<file path="config.mk">
export PLATFORM = sky130hd
export DESIGN_NAME = if_stage
export DESIGN_NICKNAME = d
export VERILOG_FILES = /design/src/design/fetch_pkg.sv /design/src/design/fetch_addr_sel.sv /design/src/design/if_id_regs.sv /design/src/design/if_stage.sv /design/src/design/prefetch_buffer.sv
export SDC_FILE = /design/constraint.sdc
export NUM_CORES = 1
export LEC_CHECK = 0
export ABC_AREA = 1
export BUFFER_PORTS_ARGS = -buffer_cell sky130_fd_sc_hd__buf_2
export CORE_ASPECT_RATIO = 1.1
export CORE_MARGIN = 4
export CORE_UTILIZATION = 50
export DETAILED_ROUTE_END_ITERATION = 16
export PLACE_DENSITY = 0.73
export SYNTH_ARGS = -nofsm -noshare
export SYNTH_HDL_FRONTEND = slang
export SYNTH_HIERARCHICAL = 1
export SYNTH_SLANG_ARGS = --single-unit
</file>
<file path="constraint.sdc">
create_clock -name clk_i -period 3.05 [get_ports clk_i]
set_input_delay 0.1525 -clock clk_i [delete_from_list [all_inputs] [get_ports clk_i]]
set_output_delay 0.1525 -clock clk_i [all_outputs]
set_load 0.05 [all_outputs]
</file>
<file path="src/design/fetch_pkg.sv">
// shared widths, addresses and selector encodings for the fetch stage
// every instruction is 32 bits and word aligned, there is no compressed support
package fetch_pkg;

  ////////////////////////////////////////
  // widths and steps
  ////////////////////////////////////////

  // address and instruction word width
  localparam int unsigned XLEN = 32;

  // byte distance between two sequential instructions
  localparam int unsigned InstrBytes = 4;

  // trap base granule, low bits of mtvec and boot address are dropped
  localparam int unsigned VecAlignBits = 8;

  // interrupt vector number width
  localparam int unsigned IrqVecW = 5;

  // low byte that boot execution starts at
  localparam logic [VecAlignBits-1:0] BootOffset = 8'h80;

  ////////////////////////////////////////
  // selector encodings
  ////////////////////////////////////////

  // next fetch address source
  typedef enum logic [2:0] {
    PC_BOOT = 3'd0,
    PC_JUMP = 3'd1,
    PC_EXC  = 3'd2,
    PC_ERET = 3'd3,
    PC_DRET = 3'd4
  } pc_sel_e;

  // kind of exception target
  // the two debug kinds point into the debug module
  typedef enum logic [1:0] {
    EXC_PC_EXC     = 2'd0,
    EXC_PC_IRQ     = 2'd1,
    EXC_PC_DBD     = 2'd2,
    EXC_PC_DBG_EXC = 2'd3
  } exc_pc_sel_e;

endpackage

</file>
<file path="src/design/fetch_addr_sel.sv">
// next fetch address selection, purely combinational
// boot_addr_i and csr_mtvec_i must be aligned to the 256 byte trap granule
// mtvec_init_o is only meaningful when qualified by pc_set_i outside
module fetch_addr_sel #(
  parameter logic [fetch_pkg::XLEN-1:0] DmHaltAddr      = 32'h1A110800,
  parameter logic [fetch_pkg::XLEN-1:0] DmExceptionAddr = 32'h1A110808
) (
  input  logic [fetch_pkg::XLEN-1:0]    boot_addr_i,
  input  logic [fetch_pkg::XLEN-1:0]    branch_target_i,
  input  logic [fetch_pkg::XLEN-1:0]    csr_mepc_i,
  input  logic [fetch_pkg::XLEN-1:0]    csr_depc_i,
  input  logic [fetch_pkg::XLEN-1:0]    csr_mtvec_i,
  input  fetch_pkg::pc_sel_e            pc_mux_i,
  input  fetch_pkg::exc_pc_sel_e        exc_pc_mux_i,
  input  logic [fetch_pkg::IrqVecW-1:0] irq_vec_i,
  output logic [fetch_pkg::XLEN-1:0]    fetch_addr_n_o,
  output logic                          mtvec_init_o
);

  logic [fetch_pkg::XLEN-1:0] trap_base;
  logic [fetch_pkg::XLEN-1:0] irq_offset;
  logic [fetch_pkg::XLEN-1:0] boot_pc;
  logic [fetch_pkg::XLEN-1:0] exc_pc;

  // trap base with the granule bits cleared
  assign trap_base = {csr_mtvec_i[fetch_pkg::XLEN-1:fetch_pkg::VecAlignBits],
                      {fetch_pkg::VecAlignBits{1'b0}}};

  // boot entry sits at a fixed offset inside the boot granule
  assign boot_pc = {boot_addr_i[fetch_pkg::XLEN-1:fetch_pkg::VecAlignBits],
                    fetch_pkg::BootOffset};

  // vector number zero extended to full width
  always_comb begin
    irq_offset = '0;
    irq_offset[fetch_pkg::IrqVecW-1:0] = irq_vec_i;
  end

  ////////////////////////////////////////
  // exception target
  ////////////////////////////////////////

  always_comb begin
    unique case (exc_pc_mux_i)
      fetch_pkg::EXC_PC_EXC:     exc_pc = trap_base;
      // one instruction slot per vector
      fetch_pkg::EXC_PC_IRQ:     exc_pc = trap_base + irq_offset * fetch_pkg::InstrBytes;
      fetch_pkg::EXC_PC_DBD:     exc_pc = DmHaltAddr;
      fetch_pkg::EXC_PC_DBG_EXC: exc_pc = DmExceptionAddr;
      default:                   exc_pc = trap_base;
    endcase
  end

  ////////////////////////////////////////
  // next fetch address
  ////////////////////////////////////////

  always_comb begin
    unique case (pc_mux_i)
      fetch_pkg::PC_BOOT: fetch_addr_n_o = boot_pc;
      fetch_pkg::PC_JUMP: fetch_addr_n_o = branch_target_i;
      fetch_pkg::PC_EXC:  fetch_addr_n_o = exc_pc;
      // return from trap handler
      fetch_pkg::PC_ERET: fetch_addr_n_o = csr_mepc_i;
      // return from debug mode
      fetch_pkg::PC_DRET: fetch_addr_n_o = csr_depc_i;
      default:            fetch_addr_n_o = boot_pc;
    endcase
  end

  // csr file loads mtvec from the boot address on a boot redirect
  assign mtvec_init_o = (pc_mux_i == fetch_pkg::PC_BOOT);

  // no clock here, checks settle at the end of the time step
  always_comb begin
    a_boot_aligned: assert final (boot_addr_i[fetch_pkg::VecAlignBits-1:0] == '0)
      else $error("boot address low byte is not zero");
    a_exc_sel_known: assert final (!$isunknown(exc_pc_mux_i))
      else $error("exception target selector is unknown");
  end

endmodule

</file>
<file path="src/design/if_id_regs.sv">
// IF-ID pipeline registers with valid and new flags
// the alert checks that each presented word follows pc_id_o by one instruction
// unless a redirect or a fetch error broke the sequence
module if_id_regs (
  input  logic                       clk_i,
  input  logic                       rst_ni,
  input  logic                       fetch_valid_i,
  input  logic [fetch_pkg::XLEN-1:0] fetch_rdata_i,
  input  logic [fetch_pkg::XLEN-1:0] fetch_addr_i,
  input  logic                       fetch_err_i,
  input  logic                       id_in_ready_i,
  input  logic                       pc_set_i,
  input  logic                       instr_valid_clear_i,
  output logic                       fetch_ready_o,
  output logic                       instr_valid_id_o,
  output logic                       instr_new_id_o,
  output logic [fetch_pkg::XLEN-1:0] instr_rdata_id_o,
  output logic                       instr_fetch_err_o,
  output logic [fetch_pkg::XLEN-1:0] pc_id_o,
  output logic [fetch_pkg::XLEN-1:0] pc_if_o,
  output logic                       pc_mismatch_alert_o
);

  logic                       consume;
  logic                       instr_valid_d;
  logic                       prev_seq_d;
  logic                       prev_seq_q;
  logic [fetch_pkg::XLEN-1:0] seq_pc;

  // decode readiness goes straight back to the queue
  assign fetch_ready_o = id_in_ready_i;
  assign consume       = fetch_valid_i & id_in_ready_i;
  assign pc_if_o       = fetch_addr_i;

  // a word taken while redirecting is squashed
  // valid then holds until decode clears it
  assign instr_valid_d = (consume & ~pc_set_i) | (instr_valid_id_o & ~instr_valid_clear_i);

  ////////////////////////////////////////
  // pipeline registers
  ////////////////////////////////////////

  always_ff @(posedge clk_i or negedge rst_ni) begin
    if (!rst_ni) begin
      instr_valid_id_o  <= 1'b0;
      instr_new_id_o    <= 1'b0;
      instr_rdata_id_o  <= '0;
      instr_fetch_err_o <= 1'b0;
      pc_id_o           <= '0;
    end else begin
      instr_valid_id_o <= instr_valid_d;
      // one cycle pulse per loaded word
      instr_new_id_o   <= consume;
      // frozen while decode stalls
      if (consume) begin
        instr_rdata_id_o  <= fetch_rdata_i;
        instr_fetch_err_o <= fetch_err_i;
        pc_id_o           <= fetch_addr_i;
      end
    end
  end

  ////////////////////////////////////////
  // sequential pc alert
  ////////////////////////////////////////

  // armed by a load, disarmed by redirect or by an erroneous word
  assign prev_seq_d = (prev_seq_q | consume) & ~pc_set_i & ~(fetch_valid_i & fetch_err_i);
  assign seq_pc     = pc_id_o + fetch_pkg::InstrBytes;

  always_ff @(posedge clk_i or negedge rst_ni) begin
    if (!rst_ni) begin
      prev_seq_q <= 1'b0;
    end else begin
      prev_seq_q <= prev_seq_d;
    end
  end

  // only presented words count, the queue head is stale when empty
  assign pc_mismatch_alert_o = prev_seq_q & fetch_valid_i & (fetch_addr_i != seq_pc);

  // the queue is flushed at a redirect so no old word may follow it
  a_flush_on_redirect: assert property (@(posedge clk_i) disable iff (!rst_ni)
    pc_set_i |=> !fetch_valid_i);

endmodule

</file>
<file path="src/design/if_stage.sv">
// instruction fetch stage top, address select, prefetch queue and IF-ID registers
// one bus master, 32-bit word aligned instructions only
// fetching starts with the first pc_set_i seen while req_i is high
module if_stage #(
  parameter logic [fetch_pkg::XLEN-1:0] DmHaltAddr      = 32'h1A110800,
  parameter logic [fetch_pkg::XLEN-1:0] DmExceptionAddr = 32'h1A110808,
  parameter int unsigned                FifoDepth       = 3
) (
  input  logic                          clk_i,
  input  logic                          rst_ni,
  input  logic [fetch_pkg::XLEN-1:0]    boot_addr_i,
  input  logic                          req_i,
  // redirect control
  input  logic                          pc_set_i,
  input  fetch_pkg::pc_sel_e            pc_mux_i,
  input  fetch_pkg::exc_pc_sel_e        exc_pc_mux_i,
  input  logic [fetch_pkg::IrqVecW-1:0] irq_vec_i,
  input  logic [fetch_pkg::XLEN-1:0]    branch_target_ex_i,
  input  logic [fetch_pkg::XLEN-1:0]    csr_mepc_i,
  input  logic [fetch_pkg::XLEN-1:0]    csr_depc_i,
  input  logic [fetch_pkg::XLEN-1:0]    csr_mtvec_i,
  // instruction bus
  output logic                          instr_req_o,
  output logic [fetch_pkg::XLEN-1:0]    instr_addr_o,
  input  logic                          instr_gnt_i,
  input  logic                          instr_rvalid_i,
  input  logic [fetch_pkg::XLEN-1:0]    instr_rdata_i,
  input  logic                          instr_bus_err_i,
  // decode side
  input  logic                          id_in_ready_i,
  input  logic                          instr_valid_clear_i,
  output logic                          instr_valid_id_o,
  output logic                          instr_new_id_o,
  output logic [fetch_pkg::XLEN-1:0]    instr_rdata_id_o,
  output logic                          instr_fetch_err_o,
  output logic [fetch_pkg::XLEN-1:0]    pc_id_o,
  output logic [fetch_pkg::XLEN-1:0]    pc_if_o,
  output logic                          csr_mtvec_init_o,
  output logic                          pc_mismatch_alert_o,
  output logic                          if_busy_o
);

  logic [fetch_pkg::XLEN-1:0] fetch_addr_n;
  logic                       mtvec_init;
  logic                       fetch_valid;
  logic                       fetch_ready;
  logic [fetch_pkg::XLEN-1:0] fetch_rdata;
  logic [fetch_pkg::XLEN-1:0] fetch_addr;
  logic                       fetch_err;

  fetch_addr_sel #(
    .DmHaltAddr      (DmHaltAddr),
    .DmExceptionAddr (DmExceptionAddr)
  ) u_fetch_addr_sel (
    .boot_addr_i     (boot_addr_i),
    .branch_target_i (branch_target_ex_i),
    .csr_mepc_i      (csr_mepc_i),
    .csr_depc_i      (csr_depc_i),
    .csr_mtvec_i     (csr_mtvec_i),
    .pc_mux_i        (pc_mux_i),
    .exc_pc_mux_i    (exc_pc_mux_i),
    .irq_vec_i       (irq_vec_i),
    .fetch_addr_n_o  (fetch_addr_n),
    .mtvec_init_o    (mtvec_init)
  );

  // mtvec init only on an actual boot redirect
  assign csr_mtvec_init_o = pc_set_i & mtvec_init;

  // every redirect restarts the prefetch queue at the new address
  prefetch_buffer #(
    .FifoDepth      (FifoDepth)
  ) u_prefetch_buffer (
    .clk_i          (clk_i),
    .rst_ni         (rst_ni),
    .req_i          (req_i),
    .branch_i       (pc_set_i),
    .branch_addr_i  (fetch_addr_n),
    .ready_i        (fetch_ready),
    .valid_o        (fetch_valid),
    .rdata_o        (fetch_rdata),
    .addr_o         (fetch_addr),
    .err_o          (fetch_err),
    .instr_req_o    (instr_req_o),
    .instr_addr_o   (instr_addr_o),
    .instr_gnt_i    (instr_gnt_i),
    .instr_rvalid_i (instr_rvalid_i),
    .instr_rdata_i  (instr_rdata_i),
    .instr_err_i    (instr_bus_err_i),
    .busy_o         (if_busy_o)
  );

  if_id_regs u_if_id_regs (
    .clk_i               (clk_i),
    .rst_ni              (rst_ni),
    .fetch_valid_i       (fetch_valid),
    .fetch_rdata_i       (fetch_rdata),
    .fetch_addr_i        (fetch_addr),
    .fetch_err_i         (fetch_err),
    .id_in_ready_i       (id_in_ready_i),
    .pc_set_i            (pc_set_i),
    .instr_valid_clear_i (instr_valid_clear_i),
    .fetch_ready_o       (fetch_ready),
    .instr_valid_id_o    (instr_valid_id_o),
    .instr_new_id_o      (instr_new_id_o),
    .instr_rdata_id_o    (instr_rdata_id_o),
    .instr_fetch_err_o   (instr_fetch_err_o),
    .pc_id_o             (pc_id_o),
    .pc_if_o             (pc_if_o),
    .pc_mismatch_alert_o (pc_mismatch_alert_o)
  );

endmodule

</file>
<file path="src/design/prefetch_buffer.sv">
// word fetch engine with a small instruction queue
// at most one bus request is outstanding, a redirect flushes the queue
// and drops any response still in flight, FifoDepth must be 2 or more
module prefetch_buffer #(
  parameter int unsigned FifoDepth = 3
) (
  input  logic                       clk_i,
  input  logic                       rst_ni,
  input  logic                       req_i,
  input  logic                       branch_i,
  input  logic [fetch_pkg::XLEN-1:0] branch_addr_i,
  input  logic                       ready_i,
  output logic                       valid_o,
  output logic [fetch_pkg::XLEN-1:0] rdata_o,
  output logic [fetch_pkg::XLEN-1:0] addr_o,
  output logic                       err_o,
  output logic                       instr_req_o,
  output logic [fetch_pkg::XLEN-1:0] instr_addr_o,
  input  logic                       instr_gnt_i,
  input  logic                       instr_rvalid_i,
  input  logic [fetch_pkg::XLEN-1:0] instr_rdata_i,
  input  logic                       instr_err_i,
  output logic                       busy_o
);

  localparam int unsigned PtrW   = $clog2(FifoDepth);
  localparam int unsigned CntW   = $clog2(FifoDepth + 1);
  localparam int unsigned AlignW = $clog2(fetch_pkg::InstrBytes);

  logic                       started_q;
  logic                       req_hold_q;
  logic                       outstanding_q;
  logic                       discard_q;
  logic [fetch_pkg::XLEN-1:0] fetch_addr_q;
  logic [fetch_pkg::XLEN-1:0] out_addr_q;

  logic [fetch_pkg::XLEN-1:0] addr_mem_q [FifoDepth];
  logic [fetch_pkg::XLEN-1:0] data_mem_q [FifoDepth];
  logic                       err_mem_q  [FifoDepth];
  logic [PtrW-1:0]            wr_ptr_q;
  logic [PtrW-1:0]            rd_ptr_q;
  logic [CntW-1:0]            count_q;

  logic room;
  logic issue;
  logic grant;
  logic push;
  logic pop;

  // wrap a queue pointer at the last slot
  function automatic logic [PtrW-1:0] ptr_inc(input logic [PtrW-1:0] ptr);
    if (ptr == PtrW'(FifoDepth - 1)) begin
      return '0;
    end
    return ptr + 1'b1;
  endfunction

  ////////////////////////////////////////
  // bus request engine
  ////////////////////////////////////////

  // a free slot must exist for the word we ask for
  assign room  = (count_q < CntW'(FifoDepth));
  assign issue = req_i & started_q & ~outstanding_q & room;

  // a raised request stays up until granted
  assign instr_req_o  = req_hold_q | issue;
  assign instr_addr_o = fetch_addr_q;
  assign grant        = instr_req_o & instr_gnt_i;
  assign busy_o       = instr_req_o | outstanding_q;

  always_ff @(posedge clk_i or negedge rst_ni) begin
    if (!rst_ni) begin
      started_q     <= 1'b0;
      req_hold_q    <= 1'b0;
      outstanding_q <= 1'b0;
      discard_q     <= 1'b0;
      fetch_addr_q  <= '0;
      out_addr_q    <= '0;
    end else begin
      // idle after reset until the first redirect with req_i
      started_q  <= started_q | (branch_i & req_i);
      req_hold_q <= instr_req_o & ~instr_gnt_i;

      // grant and rvalid never coincide since only one word is in flight
      if (grant) begin
        outstanding_q <= 1'b1;
        out_addr_q    <= instr_addr_o;
      end else if (instr_rvalid_i) begin
        outstanding_q <= 1'b0;
      end

      // anything in flight or granted now belongs to the old path
      if (branch_i) begin
        discard_q <= (outstanding_q & ~instr_rvalid_i) | grant;
      end else if (instr_rvalid_i) begin
        discard_q <= 1'b0;
      end

      // redirect wins over the sequential step
      if (branch_i) begin
        fetch_addr_q <= {branch_addr_i[fetch_pkg::XLEN-1:AlignW], {AlignW{1'b0}}};
      end else if (grant) begin
        fetch_addr_q <= fetch_addr_q + fetch_pkg::InstrBytes;
      end
    end
  end

  ////////////////////////////////////////
  // instruction queue
  ////////////////////////////////////////

  // stale or redirected responses never enter the queue
  // error words are queued like any other, fetch carries on past them
  assign push = instr_rvalid_i & outstanding_q & ~discard_q & ~branch_i;
  assign pop  = valid_o & ready_i;

  assign valid_o = (count_q != '0);
  assign rdata_o = data_mem_q[rd_ptr_q];
  assign addr_o  = addr_mem_q[rd_ptr_q];
  assign err_o   = err_mem_q[rd_ptr_q];

  always_ff @(posedge clk_i or negedge rst_ni) begin
    if (!rst_ni) begin
      wr_ptr_q <= '0;
      rd_ptr_q <= '0;
      count_q  <= '0;
      for (int i = 0; i < FifoDepth; i++) begin
        addr_mem_q[i] <= '0;
        data_mem_q[i] <= '0;
        err_mem_q[i]  <= 1'b0;
      end
    end else if (branch_i) begin
      // flush, old entries are simply abandoned
      wr_ptr_q <= '0;
      rd_ptr_q <= '0;
      count_q  <= '0;
    end else begin
      if (push) begin
        addr_mem_q[wr_ptr_q] <= out_addr_q;
        data_mem_q[wr_ptr_q] <= instr_rdata_i;
        err_mem_q[wr_ptr_q]  <= instr_err_i;
        wr_ptr_q             <= ptr_inc(wr_ptr_q);
      end
      if (pop) begin
        rd_ptr_q <= ptr_inc(rd_ptr_q);
      end
      unique case ({push, pop})
        2'b10:   count_q <= count_q + 1'b1;
        2'b01:   count_q <= count_q - 1'b1;
        default: count_q <= count_q;
      endcase
    end
  end

  ////////////////////////////////////////
  // checks
  ////////////////////////////////////////

  a_addr_ok: assert property (@(posedge clk_i) disable iff (!rst_ni)
    instr_req_o |-> (!$isunknown(instr_addr_o) && (instr_addr_o[AlignW-1:0] == '0)));

  // a new request waits for the response to the previous one
  a_one_outstanding: assert property (@(posedge clk_i) disable iff (!rst_ni)
    outstanding_q |-> !instr_req_o);

  a_no_overflow: assert property (@(posedge clk_i) disable iff (!rst_ni)
    (push && !pop) |-> (count_q < CntW'(FifoDepth)));

endmodule

</file>
Yosys cells after proc, flatten, opt, wreduce, memory -nomap -nowiden:

Index checks and enable logic that the tools add are counted.

* flip-flop bits (word level): 337
* bits of input ports: 211
* output and inout bits: 135

* add/subtract/negate cells: 7
* $lt $le $gt $ge: 4
* equal/unequal tests: 12
* multiplexer cells: 39
* bitwise gates (word level): 34
* reduce and logical (&&, ||, !) cells: 11

Operators by type and width (count)
* $pmux W32 S4: 2
* $mux W32: 7
* $bwmux W96: 2
* $bmux W32 S2: 2
* $add A32 B3 Y32 const B: 2
* $demux W32 S2: 1
* $add A32 B7 Y32: 1
* $ne A32 B32 Y1: 1
* $and A1 B1 Y1: 19
* $mux W2: 9
* $mux W1: 12
* $reduce_bool A2 Y1: 6
* $eq A2 B2 Y1 const B: 5
* $not A1 Y1: 7
* $add A2 B1 Y2 const B: 3
* $eq A3 B2 Y1 const B: 2
* $ge A3 B3 Y1 const B: 2
* $not A2 Y3: 2
* $or A1 B1 Y1: 6
* $eq A2 B1 Y1 const B: 2
* $pmux W2 S2: 1
* $bwmux W3: 1
* $eq A3 B1 Y1 const B: 1
* $eq A3 B3 Y1 const B: 1
* other kinds (10): 10

Logic depth before layout (Yosys ltp):

Gate-level depths: netlist (run 1).

* depth in word-level cells: 8
* depth in mapped cells: 19
* gate-level depth less buffers: 18

Hierarchy:

The synthesis (run 1) kept the hierarchy.

By module, submodules not included
* prefetch_buffer: times used 1, cells an instance 1447, area each 11933.9 µm², seq. area each 6481.2 µm²
* if_id_regs: times used 1, cells an instance 624, area each 4257.8 µm², seq. area each 1701.6 µm²
* fetch_addr_sel: times used 1, cells an instance 370, area each 1622.8 µm², seq. area each 0.0 µm²
* if_stage: times used 1, cells an instance 2, area each 7.5 µm², seq. area each 0.0 µm²

Worst setup path before layout (run 1):

Ideal clock, no wire load.

* path kind: reg2out
* from: reg u_if_id_regs/pc_id_o[2] (netlist name)
* to: out pc_mismatch_alert_o
* arrival: 2.628 ns
* slack: 0.270 ns
* cell stages (with the launch flop): 14
* path buffers: 0
* cell sequence: dfrtp_1 > ha_1 > nand2_1 > nor2_4 > nand2_4 > nor2_8 > nand2_1 > nand2_1 > nand2_1 > o21ai_1 > nor2_1 > nand2_1 > inv_1 > a21oi_1

* cells in the longest elaborated chain, start to end: 3

RTL lines
* start: declaration: RTL line if_id_regs.sv:19 `output logic [fetch_pkg::XLEN-1:0] pc_id_o,`
* start signal: assignment: RTL line if_id_regs.sv:58 `pc_id_o <= fetch_addr_i;`
* $add A32 B3 Y32: RTL line if_id_regs.sv:69 `assign seq_pc = pc_id_o + fetch_pkg::InstrBytes;`
* $ne A32 B32 Y1: RTL line if_id_regs.sv:80 `assign pc_mismatch_alert_o = prev_seq_q & fetch_valid_i & (fetch_addr_i != seq_pc);`
* $and A1 B1 Y1: RTL line if_id_regs.sv:80
* end: declaration: RTL line if_stage.sv:39 `output logic pc_mismatch_alert_o,`

No other way between the ends.

Worst setup path in the final report (run 1):

* from: reg u_prefetch_buffer.rd_ptr_q[1]
* to: out pc_mismatch_alert_o

* cells in the longest elaborated chain, start to end: 6

RTL lines
* start: declaration: RTL line prefetch_buffer.sv:41 `logic [PtrW-1:0] rd_ptr_q;`
* start signal: assignment: RTL line prefetch_buffer.sv:146 `rd_ptr_q <= ptr_inc(rd_ptr_q);`
* $not A2 Y3 (implied by the code): RTL line prefetch_buffer.sv:120 `assign addr_o = addr_mem_q[rd_ptr_q];`
* $bmux W32 S2: RTL line prefetch_buffer.sv:120
* $mux W32 (implied by the code) (2 in series): RTL line prefetch_buffer.sv:120
* $ne A32 B32 Y1: RTL line if_id_regs.sv:80
* $and A1 B1 Y1: RTL line if_id_regs.sv:80

No other way between the ends. The select of a mux whose other input is x is not followed.

==> results of run 1 <==
[worst min-delay path, stage by stage]
cell,delay [ns]
buf_2,0.07
nand3_1,0.06
nand3_1,0.10
nand2_1,0.07
nand3_1,0.07
[power breakdown]
group | switching, mW | internal [mW] | leakage [nW]
Sequential | 0.956 | 5.56 | 4.31
Combinational | 5.19 | 2.14 | 6.42
Clock | 1.72 | 2.50 | 0.558
[path summary, 6_finish.rpt]
kind | to | cells past startpoint | from
min | u_prefetch_buffer/instr_addr_o[13]$_DFFE_PN0P_ | 5 | boot_addr_i[13]
min in group asynchronous | u_if_id_regs/instr_rdata_id_o[21]$_DFFE_PN0P_ | 2 | rst_ni
min reg2reg | u_if_id_regs/instr_rdata_id_o[8]$_DFFE_PN0P_ | 2 | u_if_id_regs/instr_rdata_id_o[8]$_DFFE_PN0P_
max in group asynchronous | u_prefetch_buffer/addr_mem_q[29]$_DFFE_PN0P_ | 3 | rst_ni
max | pc_mismatch_alert_o | 16 | u_prefetch_buffer/rd_ptr_q[1]$_DFFE_PN0P_
max reg2reg | u_prefetch_buffer/data_mem_q[73]$_DFFE_PN0P_ | 7 | u_prefetch_buffer/discard_q$_DFFE_PN0P_
[final cells by class]
| class | instances | area [µm²] | share of cell area [%] |
|---|---|---|---|
| sequential | 327 | 8187 | 38.38 |
| clock inverter | 11 | 156.4 | 0.7332 |
| clock buffer | 50 | 980.9 | 4.599 |
| timing repair buffer | 407 | 2626 | 12.31 |
| multi-input combinational | 1720 | 7930 | 37.18 |
| tap | 444 | 555.5 | 2.604 |
| antenna | 1 | 2.502 | 0.01173 |
| inverter | 237 | 892.1 | 4.182 |
[flip-flops by register name (all words and copies together) (netlist names), 3 cells and up]
signal and flops:
u_prefetch_buffer/addr_mem_q 90, u_prefetch_buffer/err_mem_q 3, u_if_id_regs/instr_rdata_id_o 32, u_prefetch_buffer/data_mem_q 96, u_prefetch_buffer/instr_addr_o 30, u_if_id_regs/pc_id_o 32
u_prefetch_buffer/out_addr_q 30
[layer usage]
| metal | wire length (µm) | track usage [%] |
|---|---|---|
| met1 | 22200 | 34.49 |
| met2 | 26440 | 46.71 |
| met3 | 3955 | 5.073 |
| met4 | 2190 | 10.78 |
| met5 | 0 | 0 |
[through the flow]
stage	TNS [ns]	worst slack, ns	power [mW]
2_1_floorplan	0	0.2696	11.85
3_3_place_gp	0	0.5277	13.37
3_5_place_dp	0	0.4809	13.57
4_1_cts	0	0.003093	17.94
5_1_grt	-0.009136	-0.009136	19.10
6_report	0	0.1031	18.06
[timing repair]
action,4_1_cts,5_1_grt
buffers inserted,2,8
pin swaps,1,5
hold buffers,40,0
gates cloned,2,5
setup endpoints to repair,1,1
resized for setup,2,24
hold endpoints to repair,206,0
==> flow_metrics.env, run 1 <==
export IMPL_status="completed"
export IMPL_dpl_hpwl_mm=38.15
export IMPL_grt_pass1_vias=16430
export IMPL_criticalPathCategory="flop to output port"
export IMPL_grt_usage_pct=27.28
export IMPL_crit_required_ns=2.90
export IMPL_routedWlPerCell_um=17.13
export IMPL_final_cell_mix="nand2_1 (918), dfrtp_1 (324), buf_2 (317)"
export IMPL_grt_pass1_wl_mm=85.46
export IMPL_hold_viol=0
export IMPL_worst_slew_margin_rel_pct=43.40
export IMPL_worst_pin_slew_ns=0.8489
export IMPL_cts_tree="built"
export IMPL_finalSetupViolations=0
export IMPL_path_common_cell="nand2_1"
export IMPL_vias=16940
export IMPL_clockBufferDepth=3
export IMPL_layout_commonest_cell="nand2_1"
export IMPL_grt_start_max_net_pins=109
export IMPL_fin_crit_ns=2.947
export IMPL_p_per_area_nw_per_um2=846.9
export IMPL_dr_pass1_iters=5
export IMPL_dp_cells=3078
export IMPL_reg2reg_slack_ns=0.86
export IMPL_area_delta_synth_final_pct=19.90
export IMPL_critPathCaptureType="output port"
export IMPL_cp_start_kind="flop"
export IMPL_dieWidth_um=187.8
export IMPL_io_buffer_count=319
export IMPL_crit_family="simple AND/OR/NAND/NOR gates"
export IMPL_clock_fmax_ghz=0.3393
export IMPL_syn_area_um2=17790
export IMPL_syn_inst=2435
export IMPL_antenna_found_initial=0
export IMPL_drive_above_1_share_pct=18.46
export IMPL_final_util_pct=60.71
export IMPL_final_cell_area_um2=21330
export IMPL_whs_ns=0.03529
export IMPL_gp_congestion=0.9184
export IMPL_drc_errors=0
export IMPL_max_stage_delay_ns=0.45
export IMPL_io_pins=346
export IMPL_cap_violations=0
export IMPL_fp_dieArea_um2=38660
export IMPL_num_fill_cells=3257
export IMPL_die_height_um=205.8
export IMPL_fin_crit_sh_pct=96.62
export IMPL_grt_overflow=0
export IMPL_cts_root_buf="clkbuf_16"
export IMPL_crit_chain="nor2_4 > buf_12 > buf_12 > a22oi_1 > nand2_1 > xor2_1 > nand2_1 > nand2_1 > nand2_1 > nor2_1 > nand2_1 > nor2_2 > nand3_1 > nor2_1 > a21oi_1 > buf_4"
export IMPL_avgSynthCellArea_um2=7.306
export IMPL_cts_sinks=327
export IMPL_placed_area_um2=19430
export IMPL_worstSkewPairLatency_ns=0.53
export IMPL_routed_wl_mm=54.78
export IMPL_peakVddDrop_mv=0.4903
export IMPL_critPathBufInv=3
export IMPL_fin_cells=3197
export IMPL_slew_viol_final=0
export IMPL_htreeDepth=2
export IMPL_hp_class="input pin to flop"
export IMPL_layout_nets=2940
export IMPL_slowest_stage="dfrtp_2"
export IMPL_rows=72
export IMPL_cts_buffers=34
export IMPL_p_leak_nw=11.28
export IMPL_worst_path_max_fanout=7
export IMPL_critPathArrivalTime_ns=2.79
export IMPL_path_clk_slew_ns=0.06
export IMPL_dr_first_iter_drc_count=1310
export IMPL_routed_via_density=5.298
export IMPL_start_util_pct=50.63
export IMPL_core_area_um2=35130
export IMPL_antenna_left=0
export IMPL_yosysWarnings=6
export IMPL_clock_skew_final_ns=0.01432
Power figures use the tool's default switching activity.
==> run 2, diff against run 1 <==
--- a/config.mk
+++ b/config.mk
@@ -11,8 +11,7 @@
 export CORE_MARGIN = 4
 export CORE_UTILIZATION = 50
 export DETAILED_ROUTE_END_ITERATION = 16
-export PLACE_DENSITY = 0.73
+export PLACE_DENSITY = 0.74
 export SYNTH_ARGS = -nofsm -noshare
 export SYNTH_HDL_FRONTEND = slang
-export SYNTH_HIERARCHICAL = 1
 export SYNTH_SLANG_ARGS = --single-unit
==> flow_metrics.env, run 2 <==
export IMPL_clock_fmax_ghz=0.3462
export IMPL_layout_nets=2693
export IMPL_clockBufferDepth=3
export IMPL_grt_usage_pct=28.86
export IMPL_io_buffer_count=319
export IMPL_critPathArrivalTime_ns=2.74
export IMPL_rr_endpoint="u_prefetch_buffer.instr_addr_o[20]$_DFFE_PN0N_"
export IMPL_peakVddDrop_mv=0.5909
export IMPL_p_per_area_nw_per_um2=992.8
export IMPL_layout_commonest_cell="nand2_1"
export IMPL_drive_above_1_share_pct=19.74
export IMPL_worstSkewPairLatency_ns=0.52
export IMPL_largestRegisters="u_prefetch_buffer.data_mem_q: 96 flops, u_prefetch_buffer.addr_mem_q: 90 flops, u_if_id_regs.instr_rdata_id_o: 32 flops"
export IMPL_crit_required_ns=2.90
export IMPL_cts_root_buf="clkbuf_16"
export IMPL_yosysSeqAreaShare_pct=49.60
export IMPL_htreeDepth=2
export IMPL_start_util_pct=50.81
export IMPL_seq_area_um2=8165
export IMPL_dpl_hpwl_mm=38.46
export IMPL_synth_distinct_cells=52
export IMPL_hold_path_depth=5
export IMPL_dr_first_iter_drc_count=1341
export IMPL_synth_edff_count=0
export IMPL_dieWidth_um=180.9
export IMPL_yosysWarnings=0
export IMPL_synth_ff_type="dfrtp_1"
export IMPL_hold_end="u_prefetch_buffer.instr_addr_o[2]$_DFFE_PN0N_"
export IMPL_worst_path_max_fanout=26
export IMPL_worst_pin_slew_ns=1.196
export IMPL_synth_top_area_share_pct=49.60
export IMPL_top_register="u_prefetch_buffer.data_mem_q"
export IMPL_dr_pass1_iters=5
export IMPL_hp_class="input pin to flop"
export IMPL_vias=15810
export IMPL_syn_area_um2=16450
export IMPL_fin_crit_ns=2.889
export IMPL_worst_slew_margin_rel_pct=20.25
export IMPL_slew_viol_final=0
export IMPL_status="completed"
export IMPL_setup_ws_ns=0.1611
export IMPL_largest_reg_flops=96
export IMPL_num_fill_cells=2857
export IMPL_hold_viol=0
export IMPL_rows=69
export IMPL_drc_errors=0
export IMPL_yosys_area_top_type="dfrtp_1"
export IMPL_critPathCaptureType="output port"
export IMPL_routed_wl_mm=53.09
export IMPL_worstHoldStart="csr_mepc_i[2]"
export IMPL_cts_sinks=326
export IMPL_p_leak_nw=10.17
export IMPL_cp_start_kind="flop"
export IMPL_avgSynthCellArea_um2=7.697
export IMPL_grt_pass1_wl_mm=83.05
export IMPL_antenna_left=0
export IMPL_fp_dieArea_um2=35870
export IMPL_cts_buffers=35
export IMPL_grt_start_max_net_pins=127
export IMPL_gp_congestion=1.004
export IMPL_cap_violations=0
export IMPL_fin_crit_sh_pct=94.72
export IMPL_syn_inst=2137
export IMPL_synth_most_common_cell="nand2_1"
export IMPL_antenna_found_initial=3
export IMPL_criticalPathCategory="flop to output port"
export IMPL_path_clk_slew_ns=0.06
export IMPL_startpoint="u_prefetch_buffer.rd_ptr_q[1]$_DFFE_PN0P_"
export IMPL_multi_input_area_um2=7084
export IMPL_routedWlPerCell_um=18.09
export IMPL_cts_tree="built"
export IMPL_die_height_um=198.2
export IMPL_r2r_cells=9
export IMPL_async_flop_share_pct=100.0
export IMPL_final_cell_mix="nand2_1 (647), dfrtp_1 (320), buf_2 (317)"
export IMPL_finalSetupViolations=0
export IMPL_reg2reg_slack_ns=0.49
export IMPL_synth_commonest_cells="nand2_1 (649), dfrtp_1 (326), o21ai_0 (309)"
export IMPL_r2r_start="u_prefetch_buffer.instr_addr_o[2]$_DFFE_PN0N_"
export IMPL_final_util_pct=62.72
export IMPL_synth_ff_latch_count=326
export IMPL_grt_pass1_vias=15180
export IMPL_routed_via_density=5.389
export IMPL_area_delta_synth_final_pct=23.44
export IMPL_core_area_um2=32370
export IMPL_io_pins=346
export IMPL_yosys_top_cells_area="dfrtp_1 (50%), nand2_1 (15%), o21ai_0 (9.4%)"
export IMPL_pre_cts_ws_ns=0.3043
export IMPL_clock_skew_final_ns=0.01935
export IMPL_grt_overflow=0
run 2: routing by layer:
metal | wire length [µm] | track usage (%) | vias to the layer above
met5 | 21 | 0 | -
met1 | 21500 | 37.08 | 7416
met3 | 3775 | 4.942 | 101
li1 | - | - | 7639
met2 | 25740 | 49.61 | 650
met4 | 2057 | 10.48 | 4
run 2: through the flow:
step	instance area (µm²)	total power [mW]	instances	hold slack, ns	setup TNS (ns)
finish	20300	20.16	2934	0.01282	0
global placement	18440	15.37	2810	0.1327	0
detailed placement	18440	15.58	2810	0.1355	0
global route	20300	21.43	2933	0.01532	-0.01005
CTS	20200	20.15	2926	0.003471	0
floorplan	16460	13.05	2140	-0.1431	0
run 2: layout make-up:
type	count	share of cell area, %
sequential	326	40.21
multi-input combinational	1493	34.89
timing repair buffer	415	12.40
clock buffer	47	4.788
inverter	209	3.901
tap	426	2.625
clock inverter	17	1.171
antenna	1	0.01232
run 2: report_power, final:
part / leakage [nW] / switching, mW / internal (mW) / total, mW
sequential: 4.20 / 1.10 / 5.79 / 6.88
combinational: 5.38 / 6.43 / 2.41 / 8.84
clock: 0.589 / 1.75 / 2.69 / 4.44
total: 10.2 / 9.27 / 10.9 / 20.2
run 2: cell families after synthesis:
group | count (synthesis) | synth area share (%)
AO/OA/AOI/OAI | 498 | 16.67
XOR/XNOR | 8 | 0.4260
adder cells (fa/ha/maj) | 2 | 0.1521
buffers and inverters | 321 | 8.025
flip-flops | 326 | 49.60
other | 1 | 0.02280
AND/OR/NAND/NOR | 981 | 25.11
run 2: worst max path at each step:
stage / endpoint / slack [ns]
3_5_place_dp: pc_mismatch_alert_o / 0.30
6_report: pc_mismatch_alert_o / 0.16
2_1_floorplan: pc_mismatch_alert_o / 0.35
3_3_place_gp: pc_mismatch_alert_o / 0.34
5_1_grt: pc_mismatch_alert_o / -0.01
4_1_cts: pc_mismatch_alert_o / 0.02
run 2: critical path, stage by stage (launching register included):
cell and delay, ns:
dfrtp_2 0.45, inv_8 0.12, nand2_8 0.15, or2_2 0.32, nand2_2 0.14, nand3_1 0.08, nand2_1 0.13, nand2_1 0.07
nor2_1 0.10, nand2_1 0.07, nor2_1 0.10, nand2_1 0.09, nor2_2 0.14, nor2_1 0.06, buf_4 0.19
run 2: timing repair:
item                                   4_1_cts  5_1_grt
cloned                                       0        0
buffers inserted                             1        6
resized for setup                           12       14
endpoints found under the hold margin      181        1
hold buffers                                51        1
setup endpoints to repair                    1        1
pin swaps                                    0        2
